File: src/hdl/io_pkg.sv
// ------------------------------------------------
// io package
// shared definitions for the I/O subsystem: bus
// word, I/O page address map, process timer
// commands and system reset causes
// ------------------------------------------------

`default_nettype none

package io_pkg;

  // bus data word
  typedef logic [31:0] word_t;

  // ------------------------------------------------
  // address map, 16 MB space, word addressed
  // ------------------------------------------------

  // upper address bits 23:8 of the I/O page @ 0xFFFF00
  localparam logic [15:0] io_page = 16'hFFFF;

  // word slots within the page, bits 7:2
  localparam logic [5:0] slot_tmr  = 6'd48;  // -64, ms timer
  localparam logic [5:0] slot_lsb  = 6'd49;  // -60, leds/switches/buttons
  localparam logic [5:0] slot_ptmr = 6'd31;  // -132, process timers
  localparam logic [5:0] slot_scr  = 6'd47;  // -68, system control

  // ------------------------------------------------
  // process timer commands, write data bits 31:30
  // ------------------------------------------------

  typedef enum logic [1:0] {
    op_set_period  = 2'd0,  // load period, enable
    op_disable     = 2'd1,  // stop the timer
    op_clear_ready = 2'd2   // clear ready bits by mask
  } ptmr_op_e;              // code 3 unused

  // system reset causes
  typedef enum logic [1:0] {
    cause_none = 2'd0,
    cause_sw   = 2'd1,  // software request via scr
    cause_btn  = 2'd2   // reset button
  } rst_cause_e;

  // reset pulse length in clock cycles
  localparam logic [2:0] rst_pulse_len = 3'd4;

endpackage

`default_nettype wire

File: src/hdl/board_io.sv
// ------------------------------------------------
// board I/O
// LED register, plus synchronized switches and
// active low buttons for readback
// ------------------------------------------------

`timescale 1ns/1ps
`default_nettype none

module board_io (
  input  wire                clk,
  input  wire                rst,
  input  wire                stb,
  input  wire                we,
  input  wire io_pkg::word_t data_in,
  output io_pkg::word_t      data_out,
  output logic [17:0]        led,
  input  wire  [17:0]        swi,
  input  wire  [3:0]         btn_n,     // active low
  output logic               btn_rst    // synced button 0
);

  logic [21:0] raw;     // buttons inverted, switches
  logic [21:0] sync_1;  // first stage, may be metastable
  logic [21:0] sync_2;  // second stage, safe to use

  // ------------------------------------------------
  // LED register
  // ------------------------------------------------

  always_ff @(posedge clk) begin
    if (rst) begin
      led <= '0;  // all off
    end else if (stb && we) begin
      led <= data_in[17:0];
    end
  end

  // ------------------------------------------------
  // two flop synchronizer, buttons and switches
  // ------------------------------------------------

  assign raw = {~btn_n, swi};  // pressed reads as 1

  always_ff @(posedge clk) begin
    if (rst) begin
      sync_1 <= '0;
      sync_2 <= '0;
    end else begin
      sync_1 <= raw;
      sync_2 <= sync_1;
    end
  end

  // buttons 21:18, switches 17:0
  assign data_out = {10'd0, sync_2};
  assign btn_rst  = sync_2[18];  // button 0

endmodule

`default_nettype wire

File: src/hdl/io_decode.sv
// ------------------------------------------------
// I/O decoder
// decodes the I/O page into device strobes and
// returns the selected device's data and the ack
// ------------------------------------------------

`timescale 1ns/1ps
`default_nettype none

module io_decode (
  input  wire              bus_stb,
  input  wire [23:2]       bus_addr,   // word address
  output logic             tmr_stb,
  output logic             lsb_stb,
  output logic             ptmr_stb,
  output logic             scr_stb,
  input  wire io_pkg::word_t tmr_dout,
  input  wire io_pkg::word_t lsb_dout,
  input  wire io_pkg::word_t ptmr_dout,
  input  wire io_pkg::word_t scr_dout,
  output io_pkg::word_t    bus_din,
  output logic             bus_ack
);

  import io_pkg::*;

  logic       io_hit;  // access inside the I/O page
  logic [5:0] slot;    // word index in the page

  // ------------------------------------------------
  // address decode
  // ------------------------------------------------

  assign io_hit = bus_stb && (bus_addr[23:8] == io_page);
  assign slot   = bus_addr[7:2];

  assign tmr_stb  = io_hit && (slot == slot_tmr);
  assign lsb_stb  = io_hit && (slot == slot_lsb);
  assign ptmr_stb = io_hit && (slot == slot_ptmr);
  assign scr_stb  = io_hit && (slot == slot_scr);

  // ------------------------------------------------
  // read data and acknowledge return
  // ------------------------------------------------

  // at most one strobe is up, slots are distinct
  always_comb begin
    if (tmr_stb) begin
      bus_din = tmr_dout;
    end else if (lsb_stb) begin
      bus_din = lsb_dout;
    end else if (ptmr_stb) begin
      bus_din = ptmr_dout;
    end else if (scr_stb) begin
      bus_din = scr_dout;
    end else begin
      bus_din = '0;  // unmapped reads give zero
    end
  end

  // every mapped device answers in the strobe cycle
  assign bus_ack = tmr_stb | lsb_stb | ptmr_stb | scr_stb;

endmodule

`default_nettype wire

File: src/hdl/io_sys.sv
// ------------------------------------------------
// I/O subsystem top level
// memory mapped devices on the processor bus:
// ms timer, process timers, board I/O, sys control
// ------------------------------------------------

`timescale 1ns/1ps
`default_nettype none

module io_sys #(
  parameter int clock_freq = 50_000_000,  // Hz
  parameter int num_timers = 8            // process timers
) (
  input  wire                clk,
  input  wire                rst,
  // processor bus
  input  wire                bus_stb,
  input  wire                bus_we,
  input  wire  [23:2]        bus_addr,
  input  wire io_pkg::word_t bus_dout,   // write data
  output io_pkg::word_t      bus_din,    // read data
  output logic               bus_ack,
  // board
  output logic [17:0]        led,
  input  wire  [17:0]        swi,
  input  wire  [3:0]         btn_n,
  output logic               sys_rst
);

  import io_pkg::*;

  // device strobes
  logic  tmr_stb;
  logic  lsb_stb;
  logic  ptmr_stb;
  logic  scr_stb;
  // device read data
  word_t tmr_dout;
  word_t lsb_dout;
  word_t ptmr_dout;
  word_t scr_dout;
  // side band
  logic  tmr_tick;  // ms tick to process timers
  logic  btn_rst;   // reset button to sys ctrl

  // ------------------------------------------------
  // decoder and devices
  // ------------------------------------------------

  io_decode decode_0 (
    .bus_stb(bus_stb),
    .bus_addr(bus_addr),
    .tmr_stb(tmr_stb),
    .lsb_stb(lsb_stb),
    .ptmr_stb(ptmr_stb),
    .scr_stb(scr_stb),
    .tmr_dout(tmr_dout),
    .lsb_dout(lsb_dout),
    .ptmr_dout(ptmr_dout),
    .scr_dout(scr_dout),
    .bus_din(bus_din),
    .bus_ack(bus_ack)
  );

  // read only, so tmr_stb only selects its data
  ms_timer #(.clock_freq(clock_freq)) tmr_0 (
    .clk(clk),
    .rst(rst),
    .data_out(tmr_dout),
    .tick(tmr_tick)
  );

  proc_timers #(.num_timers(num_timers)) ptmr_0 (
    .clk(clk),
    .rst(rst),
    .stb(ptmr_stb),
    .we(bus_we),
    .tick(tmr_tick),
    .data_in(bus_dout),
    .data_out(ptmr_dout)
  );

  board_io lsb_0 (
    .clk(clk),
    .rst(rst),
    .stb(lsb_stb),
    .we(bus_we),
    .data_in(bus_dout),
    .data_out(lsb_dout),
    .led(led),
    .swi(swi),
    .btn_n(btn_n),
    .btn_rst(btn_rst)
  );

  sys_ctrl scr_0 (
    .clk(clk),
    .rst(rst),
    .stb(scr_stb),
    .we(bus_we),
    .data_in(bus_dout),
    .data_out(scr_dout),
    .btn_rst(btn_rst),
    .sys_rst(sys_rst)
  );

endmodule

`default_nettype wire

File: src/hdl/ms_timer.sv
// ------------------------------------------------
// millisecond timer
// divides the clock down to a 1 ms tick and keeps
// a free running millisecond count for readback
// ------------------------------------------------

`timescale 1ns/1ps
`default_nettype none

module ms_timer #(
  parameter int clock_freq = 50_000_000  // Hz
) (
  input  wire           clk,
  input  wire           rst,
  output io_pkg::word_t data_out,  // ms count, always visible
  output logic          tick       // one cycle per ms
);

  import io_pkg::*;

  localparam int cycles_per_ms = clock_freq / 1000;
  localparam int cnt_w = (cycles_per_ms > 1) ? $clog2(cycles_per_ms) : 1;

  logic [cnt_w-1:0] div_cnt;  // divider, counts down
  word_t            ms_cnt;   // elapsed milliseconds

  // divider wraps every cycles_per_ms clocks
  always_ff @(posedge clk) begin
    if (rst) begin
      div_cnt <= cnt_w'(cycles_per_ms - 1);
      tick    <= 1'b0;
    end else if (div_cnt == '0) begin
      div_cnt <= cnt_w'(cycles_per_ms - 1);  // reload
      tick    <= 1'b1;
    end else begin
      div_cnt <= div_cnt - 1'b1;
      tick    <= 1'b0;
    end
  end

  // count follows the tick by one cycle
  always_ff @(posedge clk) begin
    if (rst) begin
      ms_cnt <= '0;
    end else if (tick) begin
      ms_cnt <= ms_cnt + 32'd1;
    end
  end

  assign data_out = ms_cnt;

endmodule

`default_nettype wire

File: src/hdl/proc_timers.sv
// ------------------------------------------------
// process timers
// bank of periodic timers clocked by the ms tick,
// each raising a ready bit once per period
// ------------------------------------------------

`timescale 1ns/1ps
`default_nettype none

module proc_timers #(
  parameter int num_timers = 8  // 1 to 16
) (
  input  wire                clk,
  input  wire                rst,
  input  wire                stb,
  input  wire                we,
  input  wire                tick,     // ms tick
  input  wire io_pkg::word_t data_in,
  output io_pkg::word_t      data_out  // ready bits
);

  import io_pkg::*;

  logic      wr;   // write strobe
  ptmr_op_e  op;   // command, bits 31:30
  logic [3:0] idx; // timer index, bits 27:24

  logic [15:0] period [num_timers];  // reload value
  logic [15:0] cnt [num_timers];     // ticks left in period

  logic [num_timers-1:0] en;      // timer running
  logic [num_timers-1:0] ready;   // period elapsed, sticky
  logic [num_timers-1:0] load;    // set period on timer i
  logic [num_timers-1:0] stop;    // disable timer i
  logic [num_timers-1:0] expire;  // last tick of the period

  assign wr  = stb & we;
  assign op  = ptmr_op_e'(data_in[31:30]);
  assign idx = data_in[27:24];

  // ------------------------------------------------
  // per timer command decode and expiry
  // ------------------------------------------------

  always_comb begin
    for (int i = 0; i < num_timers; i++) begin
      load[i]   = wr && (op == op_set_period) && (idx == 4'(i));
      stop[i]   = wr && (op == op_disable) && (idx == 4'(i));
      expire[i] = tick && en[i] && (cnt[i] == 16'd1) && !load[i];  // load wins
    end
  end

  // period and counter, gated by en so no reset needed
  always_ff @(posedge clk) begin
    for (int i = 0; i < num_timers; i++) begin
      if (load[i]) begin
        period[i] <= data_in[15:0];
        cnt[i]    <= data_in[15:0];
      end else if (tick && en[i]) begin
        if (cnt[i] == 16'd1) begin
          cnt[i] <= period[i];  // start next period
        end else begin
          cnt[i] <= cnt[i] - 16'd1;
        end
      end
    end
  end

  // ------------------------------------------------
  // enables and ready bits
  // ------------------------------------------------

  always_ff @(posedge clk) begin
    if (rst) begin
      en    <= '0;
      ready <= '0;
    end else begin
      if (wr && (op == op_clear_ready)) begin
        ready <= ready & ~data_in[num_timers-1:0];  // mask clear
      end
      for (int i = 0; i < num_timers; i++) begin
        if (load[i]) begin
          en[i] <= (data_in[15:0] != 16'd0);  // zero period stays off
        end else if (stop[i]) begin
          en[i] <= 1'b0;
        end
        if (expire[i]) begin
          ready[i] <= 1'b1;  // set beats a same cycle clear
        end
      end
    end
  end

  assign data_out = {{(32 - num_timers){1'b0}}, ready};

endmodule

`default_nettype wire

File: src/hdl/sys_ctrl.sv
// ------------------------------------------------
// system control register
// software or button reset request, fixed length
// reset pulse and a record of the last cause
// ------------------------------------------------

`timescale 1ns/1ps
`default_nettype none

module sys_ctrl (
  input  wire                clk,
  input  wire                rst,
  input  wire                stb,
  input  wire                we,
  input  wire io_pkg::word_t data_in,
  output io_pkg::word_t      data_out,  // active flag, cause
  input  wire                btn_rst,   // synced reset button
  output logic               sys_rst
);

  import io_pkg::*;

  logic       sw_req;     // reset request write
  logic       btn_q;      // button, one cycle late
  logic       btn_req;    // button rising edge
  logic [2:0] pulse_cnt;  // cycles of pulse left
  rst_cause_e cause;      // last reset cause

  assign sw_req  = stb && we && data_in[0];
  assign btn_req = btn_rst && !btn_q;

  always_ff @(posedge clk) begin
    if (rst) begin
      btn_q     <= 1'b0;
      pulse_cnt <= '0;
      cause     <= cause_none;
    end else begin
      btn_q <= btn_rst;
      if (pulse_cnt != '0) begin
        pulse_cnt <= pulse_cnt - 3'd1;  // requests ignored here
      end else if (sw_req || btn_req) begin
        pulse_cnt <= rst_pulse_len;
        cause     <= sw_req ? cause_sw : cause_btn;  // sw first
      end
    end
  end

  // high for rst_pulse_len cycles after the request
  assign sys_rst = (pulse_cnt != '0);

  assign data_out = {29'd0, sys_rst, cause};

endmodule

`default_nettype wire

File: config.mk
export PLATFORM = sky130hd
export DESIGN_NAME = io_sys
export DESIGN_NICKNAME = d
export VERILOG_FILES = /design/src/hdl/io_pkg.sv /design/src/hdl/board_io.sv /design/src/hdl/io_decode.sv /design/src/hdl/io_sys.sv /design/src/hdl/ms_timer.sv /design/src/hdl/proc_timers.sv /design/src/hdl/sys_ctrl.sv
export SDC_FILE = /design/constraint.sdc
export NUM_CORES = 1
export LEC_CHECK = 0
export BUFFER_PORTS_ARGS = -buffer_cell sky130_fd_sc_hd__buf_4
export CAP_MARGIN = 15
export CORE_UTILIZATION = 61
export CTS_CLUSTER_SIZE = 10
export DETAILED_ROUTE_END_ITERATION = 12
export GPL_TIMING_DRIVEN = 0
export PLACE_DENSITY = 0.8
export SYNTH_ARGS = -nofsm -noshare
export SYNTH_HDL_FRONTEND = slang
export SYNTH_SLANG_ARGS = --single-unit
File: constraint.sdc
create_clock -name clk -period 4.6 [get_ports clk]
set_input_delay 0 -clock clk [delete_from_list [all_inputs] [get_ports clk]]
set_output_delay 0 -clock clk [all_outputs]
set_load 0.01 [all_outputs]
== Yosys cells after proc, flatten, opt, wreduce, memory -nomap -nowiden ==
Memory sizes are Yosys's and may differ from the RTL's.
Cells that the tools add are included.
Word-level totals
  bits in registers: 133
  memory bits (writable): 256
  input bits: 80
  memories kept: 2
Memory list
  ptmr_0.cnt: depth 8, width 16, read ports 8, clocked after memory_dff 0, write ports 8, RTL line proc_timers.sv:29  | logic [15:0] cnt [num_timers];
  ptmr_0.period: depth 8, width 16, read ports 8, clocked after memory_dff 0, write ports 1, RTL line proc_timers.sv:28  | logic [15:0] period [num_timers];
Cells by class
  add/subtract/negate cells: 11
  equality and inequality tests: 22
  multiplexer cells: 150
  bitwise operators: 24
  reduce and logical (&&, ||, !) cells: 93
Operators by type and width (number)
  2-to-1 mux 16 bit: 23
  subtractor 16 x 1 -> 16 bit, second input constant: 9
  equality test 16 x 1 -> 1 bit, second input constant: 8
  2-to-1 mux 1 bit: 112
  OR reduction 16 bit: 7
  2-to-1 mux 32 bit: 3
  logical AND 1 bit: 52
  nonzero test 2 bit: 17
  adder 32 x 1 -> 32 bit, second input constant: 1
  2-to-1 mux 3 bit: 10
  bitwise OR 1 bit: 19
  equality test 6 bit, second input constant: 3
  equality test 16 bit, second input constant: 1
  equality test 4 x 3 -> 1 bit, second input constant: 4
  zero test 16 bit: 1
  nonzero test 16 bit: 1
  zero test 1 bit: 9
  AND 8 bit: 1
  equality test 4 x 2 -> 1 bit, second input constant: 2
  2-to-1 mux 8 bit: 1
  NOT 8 bit: 1
  equality test 6 x 5 -> 1 bit, second input constant: 1
  equality test 4 x 1 -> 1 bit, second input constant: 1
  zero test 4 bit: 1
  12 further kinds: 12

== Depth between registers and ports, before layout ==
Gate-level depths: netlist (run 1).
  word-level depth: 16
  gate-level depth with buffers: 9

== Hierarchy ==
A second synthesis (run 1) with hierarchy kept.
Unflattened totals
  cells, all modules: 2102
  area total of the unflattened synthesis: 20830.0 sq um
Modules (own cells, without submodules)
  proc_timers: times used 1, cells an instance 1346, area an instance 14054.7 sq um, sequential area each 8007.7 sq um
  ms_timer: times used 1, cells an instance 253, area an instance 2217.1 sq um, sequential area each 980.9 sq um
  board_io: times used 1, cells an instance 187, area an instance 2107.0 sq um, sequential area each 1241.2 sq um
  io_decode: times used 1, cells an instance 253, area an instance 1920.6 sq um, sequential area each 0.0 sq um
  sys_ctrl: times used 1, cells an instance 63, area an instance 530.5 sq um, sequential area each 120.1 sq um

== Worst setup path before layout (run 1) ==
No wires, ideal clock.
  path type: input port to flip-flop
  start point: input bus_addr[18] (netlist name)
  end point: memory ptmr_0.cnt[1][0], in the netlist ptmr_0.cnt[0][16], enable pin
  arrival time: 3.267 ns
  required time: 4.225 ns
  path slack: 0.958 ns
  cell stages on the path: 5
  cells stage by stage: nand4_1 > nor4_2 > nand2_1 > nor4_1 > nand2b_1
RTL lines
  start: declaration: RTL line io_sys.sv:19  | input wire [23:2] bus_addr,
  end: declaration: RTL line proc_timers.sv:29

== Worst setup path in the final report (run 1) ==
  start point: input bus_dout[27]
  end point: register ptmr_0.en[3]
Between the ends
  cells in the longest elaborated chain, start to end: 3
  elaborated cells on any way between the ends: 5
  those cells by class: eq/ne: 1; mux: 1; reduce/logical: 3
RTL lines
  start: declaration: RTL line io_sys.sv:20  | input wire io_pkg::word_t bus_dout,
  equality test 4 x 2 -> 1 bit *: RTL line proc_timers.sv:47, proc_timers.sv:48
  logical AND 1 bit (on tied branches): RTL line proc_timers.sv:47, proc_timers.sv:48
  2-to-1 mux 1 bit / nonzero test 2 bit (equally long branches)
  end signal: indexed assignment: RTL line proc_timers.sv:83  | en[i] <= (data_in[15:0] != 16'd0);
  end: declaration: RTL line proc_timers.sv:31  | logic [num_timers-1:0] en;
Mark *: on every way between the ends. The rest lies on a longest branch, timed or not.
A chain may end at the register's enable or synchronous reset.

==> metrics, run 1 <==
Die Outline Area ~31000 um2; RD Place Congestion 0.931; Worst R2R Setup Slack between 1.5 and 2 ns; synthesis-to-finish area growth 18.4%; pin count of the biggest net entering global routing 17; cells taking the most area after synthesis edfxtp_1 (41%), dfxtp_1 (14%), mux2i_1 (6.0%); end point of the critical path ptmr_0.en[3]; antenna violations before repair 2; worst-margin pin slew approximately 1.2 ns; count of unresolved DRC violations after routing 0; fraction of layout cells with a size suffix above 1 ~11%; distinct cell type count after synthesis 70; routed length per instance 22.2 um; final-stage net count roughly 2100; data arrival time of the worst path around 4.2 ns; reported max-cap violation count 0; total via count after detailed routing about 15000; DR pass1 iterations 6; Hold Crit Start bus_dout[31]; cell seen most often among critical-path stages dlygate4sd3_1; die boundary width between 150 and 200 um; worst min-delay path class in -> reg; highest net fanout along the worst path 4; time the worst path needs with I/O delays and setup between 3 and 4 ns; status finished clean; register area share after synthesis about 55%; starting density of the core between 60% and 70%; worst stage delay on the critical path 0.68 ns; floorplan core area roughly 30000 um2; power per standard cell area ~340 nW/um2; number of instances in the synthesized netlist roughly 1800; worst setup path class in -> reg; synthesized area around 19000 um2; normalized max-slew margin about a fifth; clock tree from TritonCTS built; Final setup violation count 0; per-instance average area after synthesis around 11 um2; unrepaired setup endpoints after global routing false; terminus of the critical flop-to-flop path ptmr_0.cnt[1][36]; worst vdd ir 0.267 mV; Critical Path Sink Type flip-flop; achievable clock frequency ~0.27 GHz; nets in the synthesized netlist about 1900; cell breakdown of the critical path dlygate4sd3_1 -> buf_4 -> nor4b_1 -> dlygate4sd3_1 -> nand4_1 -> dlygate4sd3_1 -> o21ai_0 -> dlygate4sd3_1 -> o21ai_0 -> dlygate4sd3_1; number of I/O port buffers about 120; Bufs and invs on worst path 6; Top delay family on crit path buffers and inverters; area leader, netlist edfxtp_1; area fraction of the dominant cell type after synthesis between 40 and 50%; root buffer selected by CTS clkbuf_16; LEAKAGE 8.25 nW; fraction of the cycle the final worst path needs about four fifths; largest clock skew in the final design between 0.015 and 0.02 ns; die boundary height roughly 180 um; per-cell via count in the routed design about 6.2; clock insertion delay at the later pin of the skew report 0.55 ns; final hold violation count 0; non-filler instance count after layout 2442; clock transition at the register clock pins on the worst setup and hold paths after CTS ~0.060 ns; wire length of the first global-routing pass just over 80 mm; buffer levels on the longest clock path 3; total overflow reported by the global router 0; placed wire-length estimate after detailed placement between 30 and 40 mm; Total Routed Length 54.2 mm; vias in the first global route about 15000; Final ANT Viol Nets 0; Worst Setup SP bus_dout[27]; startpoint of the worst-slack reg-to-reg timing path ptmr_0.cnt[1][34]; Worst Setup Start Kind input pin; post-layout util 74.1%; number of warnings reported in the yosys synthesis log 0; Post-synth EDFFs 256; sinks on the clock net 389; cell with the largest stage delay on the worst path dlygate4sd3_1; Main synth FF type edfxtp_1; post-cts resize count 0; Core Rows 63; path length in cells of the critical path 10; fraction of registers with async set/reset 0%; instance count after placement with tap cells included ~2300; drt initial violations between 1500 and 2000; overall global routing resource usage about 34%; number of buffers created by CTS 45; Worst R2R Path Depth 6; synthesis-stage register bit count 389; WP data required 5.02 ns; Pins Over Slew Limit 0; number of levels in the clock H-tree 2; Ports between 100 and 150
==> registers in the layout, indices dropped and copies added (netlist names), 16 cells and up <==
register and cells:
tmr_0.div_cnt 16, lsb_0.sync_1 22, tmr_0.data_out 32, ptmr_0.cnt 128
lsb_0.led 18, ptmr_0.period 128, lsb_0.sync_2 22
==> power breakdown <==
part           leakage (nW)  total, mW  internal, mW  switching, mW
clock                 0.629       3.27          1.91           1.36
combinational          4.24      0.405         0.152          0.253
sequential             3.38       3.76          3.75         0.0130
total                  8.25       7.43          5.81           1.62
==> cells by family after synthesis <==
| family | Yosys count | synth area share [%] |
|---|---|---|
| adders and majority gates | 19 | 1.27 |
| DFF | 389 | 55.2 |
| muxes | 113 | 6.03 |
| AOI/OAI and AO/OA | 278 | 8.66 |
| and+or+nand+nor | 722 | 20.1 |
| xor gates and xnor gates | 122 | 5.70 |
| buffers and inverters | 136 | 3.02 |
==> how the worst min path moves through the flow <==
| stage | to | slack (ns) | cells past startpoint |
|---|---|---|---|
| 2_1_floorplan | lsb_0.sync_1[21] | 0.07 | 1 |
| 3_3_place_gp | lsb_0.sync_1[21] | 0.15 | 2 |
| 3_5_place_dp | lsb_0.sync_1[21] | 0.16 | 2 |
| 4_1_cts | ptmr_0.ready[0] | 0.05 | 5 |
| 5_1_grt | ptmr_0.ready[0] | 0.09 | 5 |
| 6_report | ptmr_0.ready[0] | 0.08 | 5 |
==> area by class of cell <==
class / count / area [um2]
sequential: 389 / 10300
multi-input combinational: 1254 / 7880
fill: 2056 / 7770
timing repair buffer: 189 / 1580
clock buffer: 80 / 1310
tap: 390 / 488
buffer: 95 / 412
inverter: 41 / 154
clock inverter: 1 / 8.76
antenna: 3 / 7.51
==> metrics by stage <==
step	power (mW)	setup WS, ns	setup TNS, ns	hold slack [ns]	cell area [um2]
final	7.43	0.856	0	0.0781	22200
after global placement	4.18	-0.582	-9.31	0.152	20100
after detailed placement	4.19	0.940	0	0.160	20300
after global routing	7.62	0.830	0	0.0876	22200
after CTS	7.43	1.10	0	0.0543	22200
after floorplan	4.00	0.958	0	0.0667	18700
==> cells in the mapped netlist (all sizes together), types with 8 or more instances <==
| master | instances |
|---|---|
| xor2 | 30 |
| and4 | 10 |
| inv | 41 |
| xnor2 | 92 |
| o31ai | 21 |
| nand4b | 11 |
| nand3 | 36 |
| or3 | 15 |
| or4 | 21 |
| buf | 22 |
| nor2b | 54 |
| mux2i | 113 |
| a21oi | 22 |
| edfxtp | 256 |
| a21o | 14 |
| nor4 | 55 |
| nand4 | 35 |
| nand3b | 12 |
| dfxtp | 133 |
| nor2 | 144 |
| or2 | 8 |
| o21ai | 181 |
| nand2b | 10 |
| ha | 19 |
| nor3b | 19 |
| nand2 | 207 |
| nor3 | 55 |
| clkbuf | 73 |
| a211oi | 10 |
| nor4b | 10 |
==> routing by layer <==
metal	routed length [um]	GRT usage, %	vias up
li1	-	-	6949
met1	20500	42.7	7230
met2	25600	57.3	850
met3	5290	6.83	167
met4	2770	17.8	0
met5	0	0	-
==> repair_timing <==
item,in CTS,in global routing
buffers inserted,0,0
endpoints found under the hold margin,162,0
hold buffers,56,0
==> worst min-delay path, delay by kind of cell <==
| kind | cells | cell delay [ns] |
|---|---|---|
| AND/OR/NAND/NOR | 3 | 0.37 |
| buffers and inverters | 1 | 0.14 |
| AO/OA/AOI/OAI | 1 | 0.07 |
==> cell usage in the layout (no fill, tap or decap), drive strengths merged, types with 56 or more instances in the layout <==
| cell type | n |
|---|---|
| mux2i | 113 |
| o21ai | 181 |
| clkbuf | 153 |
| dfxtp | 133 |
| edfxtp | 256 |
| xnor2 | 92 |
| buf | 155 |
| nor2 | 144 |
| nand2 | 207 |
| dlygate4sd3 | 56 |
Power figures use the tool's default switching activity.
==> inputs of run 2 (changes only) <==
- CORE_UTILIZATION: 61 -> 55
- PLACE_DENSITY: 0.8 -> 0.77
- clock period: 4.6 -> 3.36 ns (I/O delays scaled with it)
==> run 2 against run 1 <==
First-iteration DRC count fell by 4.5%. Final area rose by 0.32%. Sequential share of layout area fell by 0.15 points. Worst setup slack got worse by 0.74 ns. Via count barely moved. Non-clock buffer count fell by 4. Routed wire length fell by 1.2%. Critical path depth fell by 3. Clock skew fell by 0.0015 ns. Worst hold slack got worse by 0.036 ns. Die area rose by 11%. Total power rose by 37%.
==> metrics, run 2 (synthesis gave the netlist of run 1 again) <==
worst stage delay on the critical path 1.00 ns (was 0.68 ns); Final ANT Viol Nets 0 (unchanged); wire length of the first global-routing pass 82.4 mm (was 81.5 mm); antenna violations before repair 4 (was 2); achievable clock frequency between 0.3 and 0.4 GHz; reported max-cap violation count 0 (unchanged); Core Rows 67 (was 63); normalized max-slew margin 16.3% (was 21.0%); worst setup path class in -> reg (unchanged); WP data required 3.55 ns (was 5.02 ns); met2 layer usage reported by global route 49.1% (was 57.3%); vias in the first global route 14800 (about the same); fraction of layout cells with a size suffix above 1 11.5% (about the same); routed length per instance 21.5 um (was 22.2 um); highest net fanout along the worst path 16 (was 4); final-stage net count 2110 (was 2114); most frequent standard cell in the layout excluding fill and tap cells edfxtp_1 (unchanged); die boundary width 187 um (was 177 um); cell with the largest stage delay on the worst path nor4_2 (was dlygate4sd3_1); met1 track demand over resource 38.1% (was 42.7%); least setup slack across all paths after layout 0.117 ns (was 0.856 ns); starting density of the core 55.9% (was 62.6%); total via count after detailed routing 15200 (about the same); Pins Over Slew Limit 0 (unchanged); buffer levels on the longest clock path 3 (unchanged); worst min-delay path class in -> reg (unchanged); Worst R2R Path Depth 5 (was 6); Final setup violation count 0 (unchanged); time the worst path needs with I/O delays and setup ~3.2 ns; unrepaired setup endpoints after global routing false (unchanged); Ports 132 (unchanged); number of levels in the clock H-tree 2 (unchanged); overall global routing resource usage 30.5% (was 34.5%); clock transition at the register clock pins on the worst setup and hold paths after CTS 0.06 ns (about the same); LEAKAGE 8.25 nW (about the same); sinks on the clock net 389 (unchanged); status finished clean (unchanged); Cells on Worst Hold Path 4 (was 5); largest clock skew in the final design 0.0165 ns (was 0.0180 ns); total overflow reported by the global router 0 (unchanged); root buffer selected by CTS clkbuf_16 (unchanged); per-cell via count in the routed design 6.08 (was 6.22); fraction of the cycle the final worst path needs slightly below 100%; DR pass1 iterations 5 (was 6); floorplan core area 33500 um2 (was 30000 um2); worst vdd ir 0.372 mV (was 0.267 mV); Critical Path Sink Type flip-flop (unchanged); number of I/O port buffers 121 (unchanged); RD Place Congestion 0.929 (was 0.931); data arrival time of the worst path 3.43 ns (was 4.16 ns); clock insertion delay at the later pin of the skew report 0.56 ns (was 0.55 ns); count of unresolved DRC violations after routing 0 (unchanged); Setup Fix Bufs, Post-CTS 0 (unchanged); Placement Setup Slack -0.313 ns (was 0.940 ns); met3 usage in global routing 5.72% (was 6.83%); final hold violation count 0 (unchanged); pin count of the biggest net entering global routing 17 (unchanged); multi-input logic area 7890 um2 (was 7880 um2); Total Routed Length 53.6 mm (was 54.2 mm); Worst Setup Start Kind input pin (unchanged); drt initial violations 1492 (was 1562); placed wire-length estimate after detailed placement 35.0 mm (about the same); fill cell count 2569 (was 2056); synthesis-to-finish area growth 18.7% (was 18.4%); most used cells in the layout excluding fill and tap cells edfxtp_1 (256), nand2_1 (207), o21ai_0 (166), nor2_1 (142), dfxtp_1 (133) (unchanged); clock tree from TritonCTS built (unchanged); cell breakdown of the critical path buf_4 -> nand4_1 -> nor4_2 -> nand2_1 -> nor4_4 -> buf_6 -> nand2b_1 (was dlygate4sd3_1 -> buf_4 -> nor4b_1 -> dlygate4sd3_1 -> nand4_1 -> dlygate4sd3_1 -> o21ai_0 -> dlygate4sd3_1 -> o21ai_0 -> dlygate4sd3_1); Die Outline Area 34800 um2 (was 31400 um2); area of all sequential standard cells 10300 um2 (unchanged); power per standard cell area 459 nW/um2 (was 335 nW/um2); worst-margin pin slew 1.25 ns (was 1.18 ns); GR peak layer met2 (unchanged); number of buffers created by CTS 45 (unchanged); die boundary height 187 um (was 177 um); post-layout util 66.4% (was 74.1%)
-- run 2: path summary, 6_finish.rpt --
kind / start / to / slack (ns)
worst max-delay path: bus_addr[18] / ptmr_0.cnt[0][20] / 0.12
worst min-delay path: bus_dout[26] / ptmr_0.en[6] / 0.04
worst max register to register: ptmr_0.cnt[1][26] / ptmr_0.cnt[1][24] / 0.52
worst min register to register: lsb_0.sync_1[0] / lsb_0.sync_2[0] / 0.42
-- run 2: metal layers --
layer / part of all wire [%] / routed length [um]
met1: 39 / 20600
met2: 46 / 24700
met3: 9.2 / 4910
met4: 6.1 / 3290
met5: 0.019 / 10
-- run 2: layout make-up --
| class | count | share of cell area [%] |
|---|---|---|
| Inverter | 41 | 0.691 |
| Clock buffer | 79 | 5.82 |
| Multi-Input combinational cell | 1254 | 35.4 |
| Clock inverter | 2 | 0.163 |
| Antenna cell | 3 | 0.0337 |
| Buffer | 95 | 1.85 |
| Timing Repair Buffer | 185 | 6.99 |
| Sequential cell | 389 | 46.5 |
| Tap cell | 448 | 2.52 |
-- run 2: timing repair --
| action | in CTS | in global routing |
|---|---|---|
| endpoints found under the hold margin | 162 | 0 |
| hold buffers | 52 | 0 |
| endpoints found under the setup margin | 0 | 0 |
| gates resized for setup | 0 | 0 |
-- run 2: metrics by stage --
stage | hold slack, ns | cell area, um2 | std cells | power (mW) | setup TNS, ns
after floorplan | 0.0667 | 18800 | 1779 | 5.47 | 0
final | 0.0418 | 22300 | 2496 | 10.2 | 0
after global routing | 0.0754 | 22300 | 2495 | 10.5 | 0
after global placement | 0.159 | 20200 | 2348 | 5.72 | -106.57
after detailed placement | 0.159 | 20400 | 2360 | 5.74 | -5.81
after CTS | 0.0195 | 22300 | 2493 | 10.2 | 0
-- run 2: power breakdown --
group | switching [mW] | internal, mW
combinational | 0.348 | 0.210
clock | 1.90 | 2.61
sequential | 0.0186 | 5.13
-- run 2: worst max-delay path, delay by kind of cell --
| kind | cells | cell delay [ns] |
|---|---|---|
| buf+inv | 2 | 0.32 |
| simple gates | 5 | 3.08 |
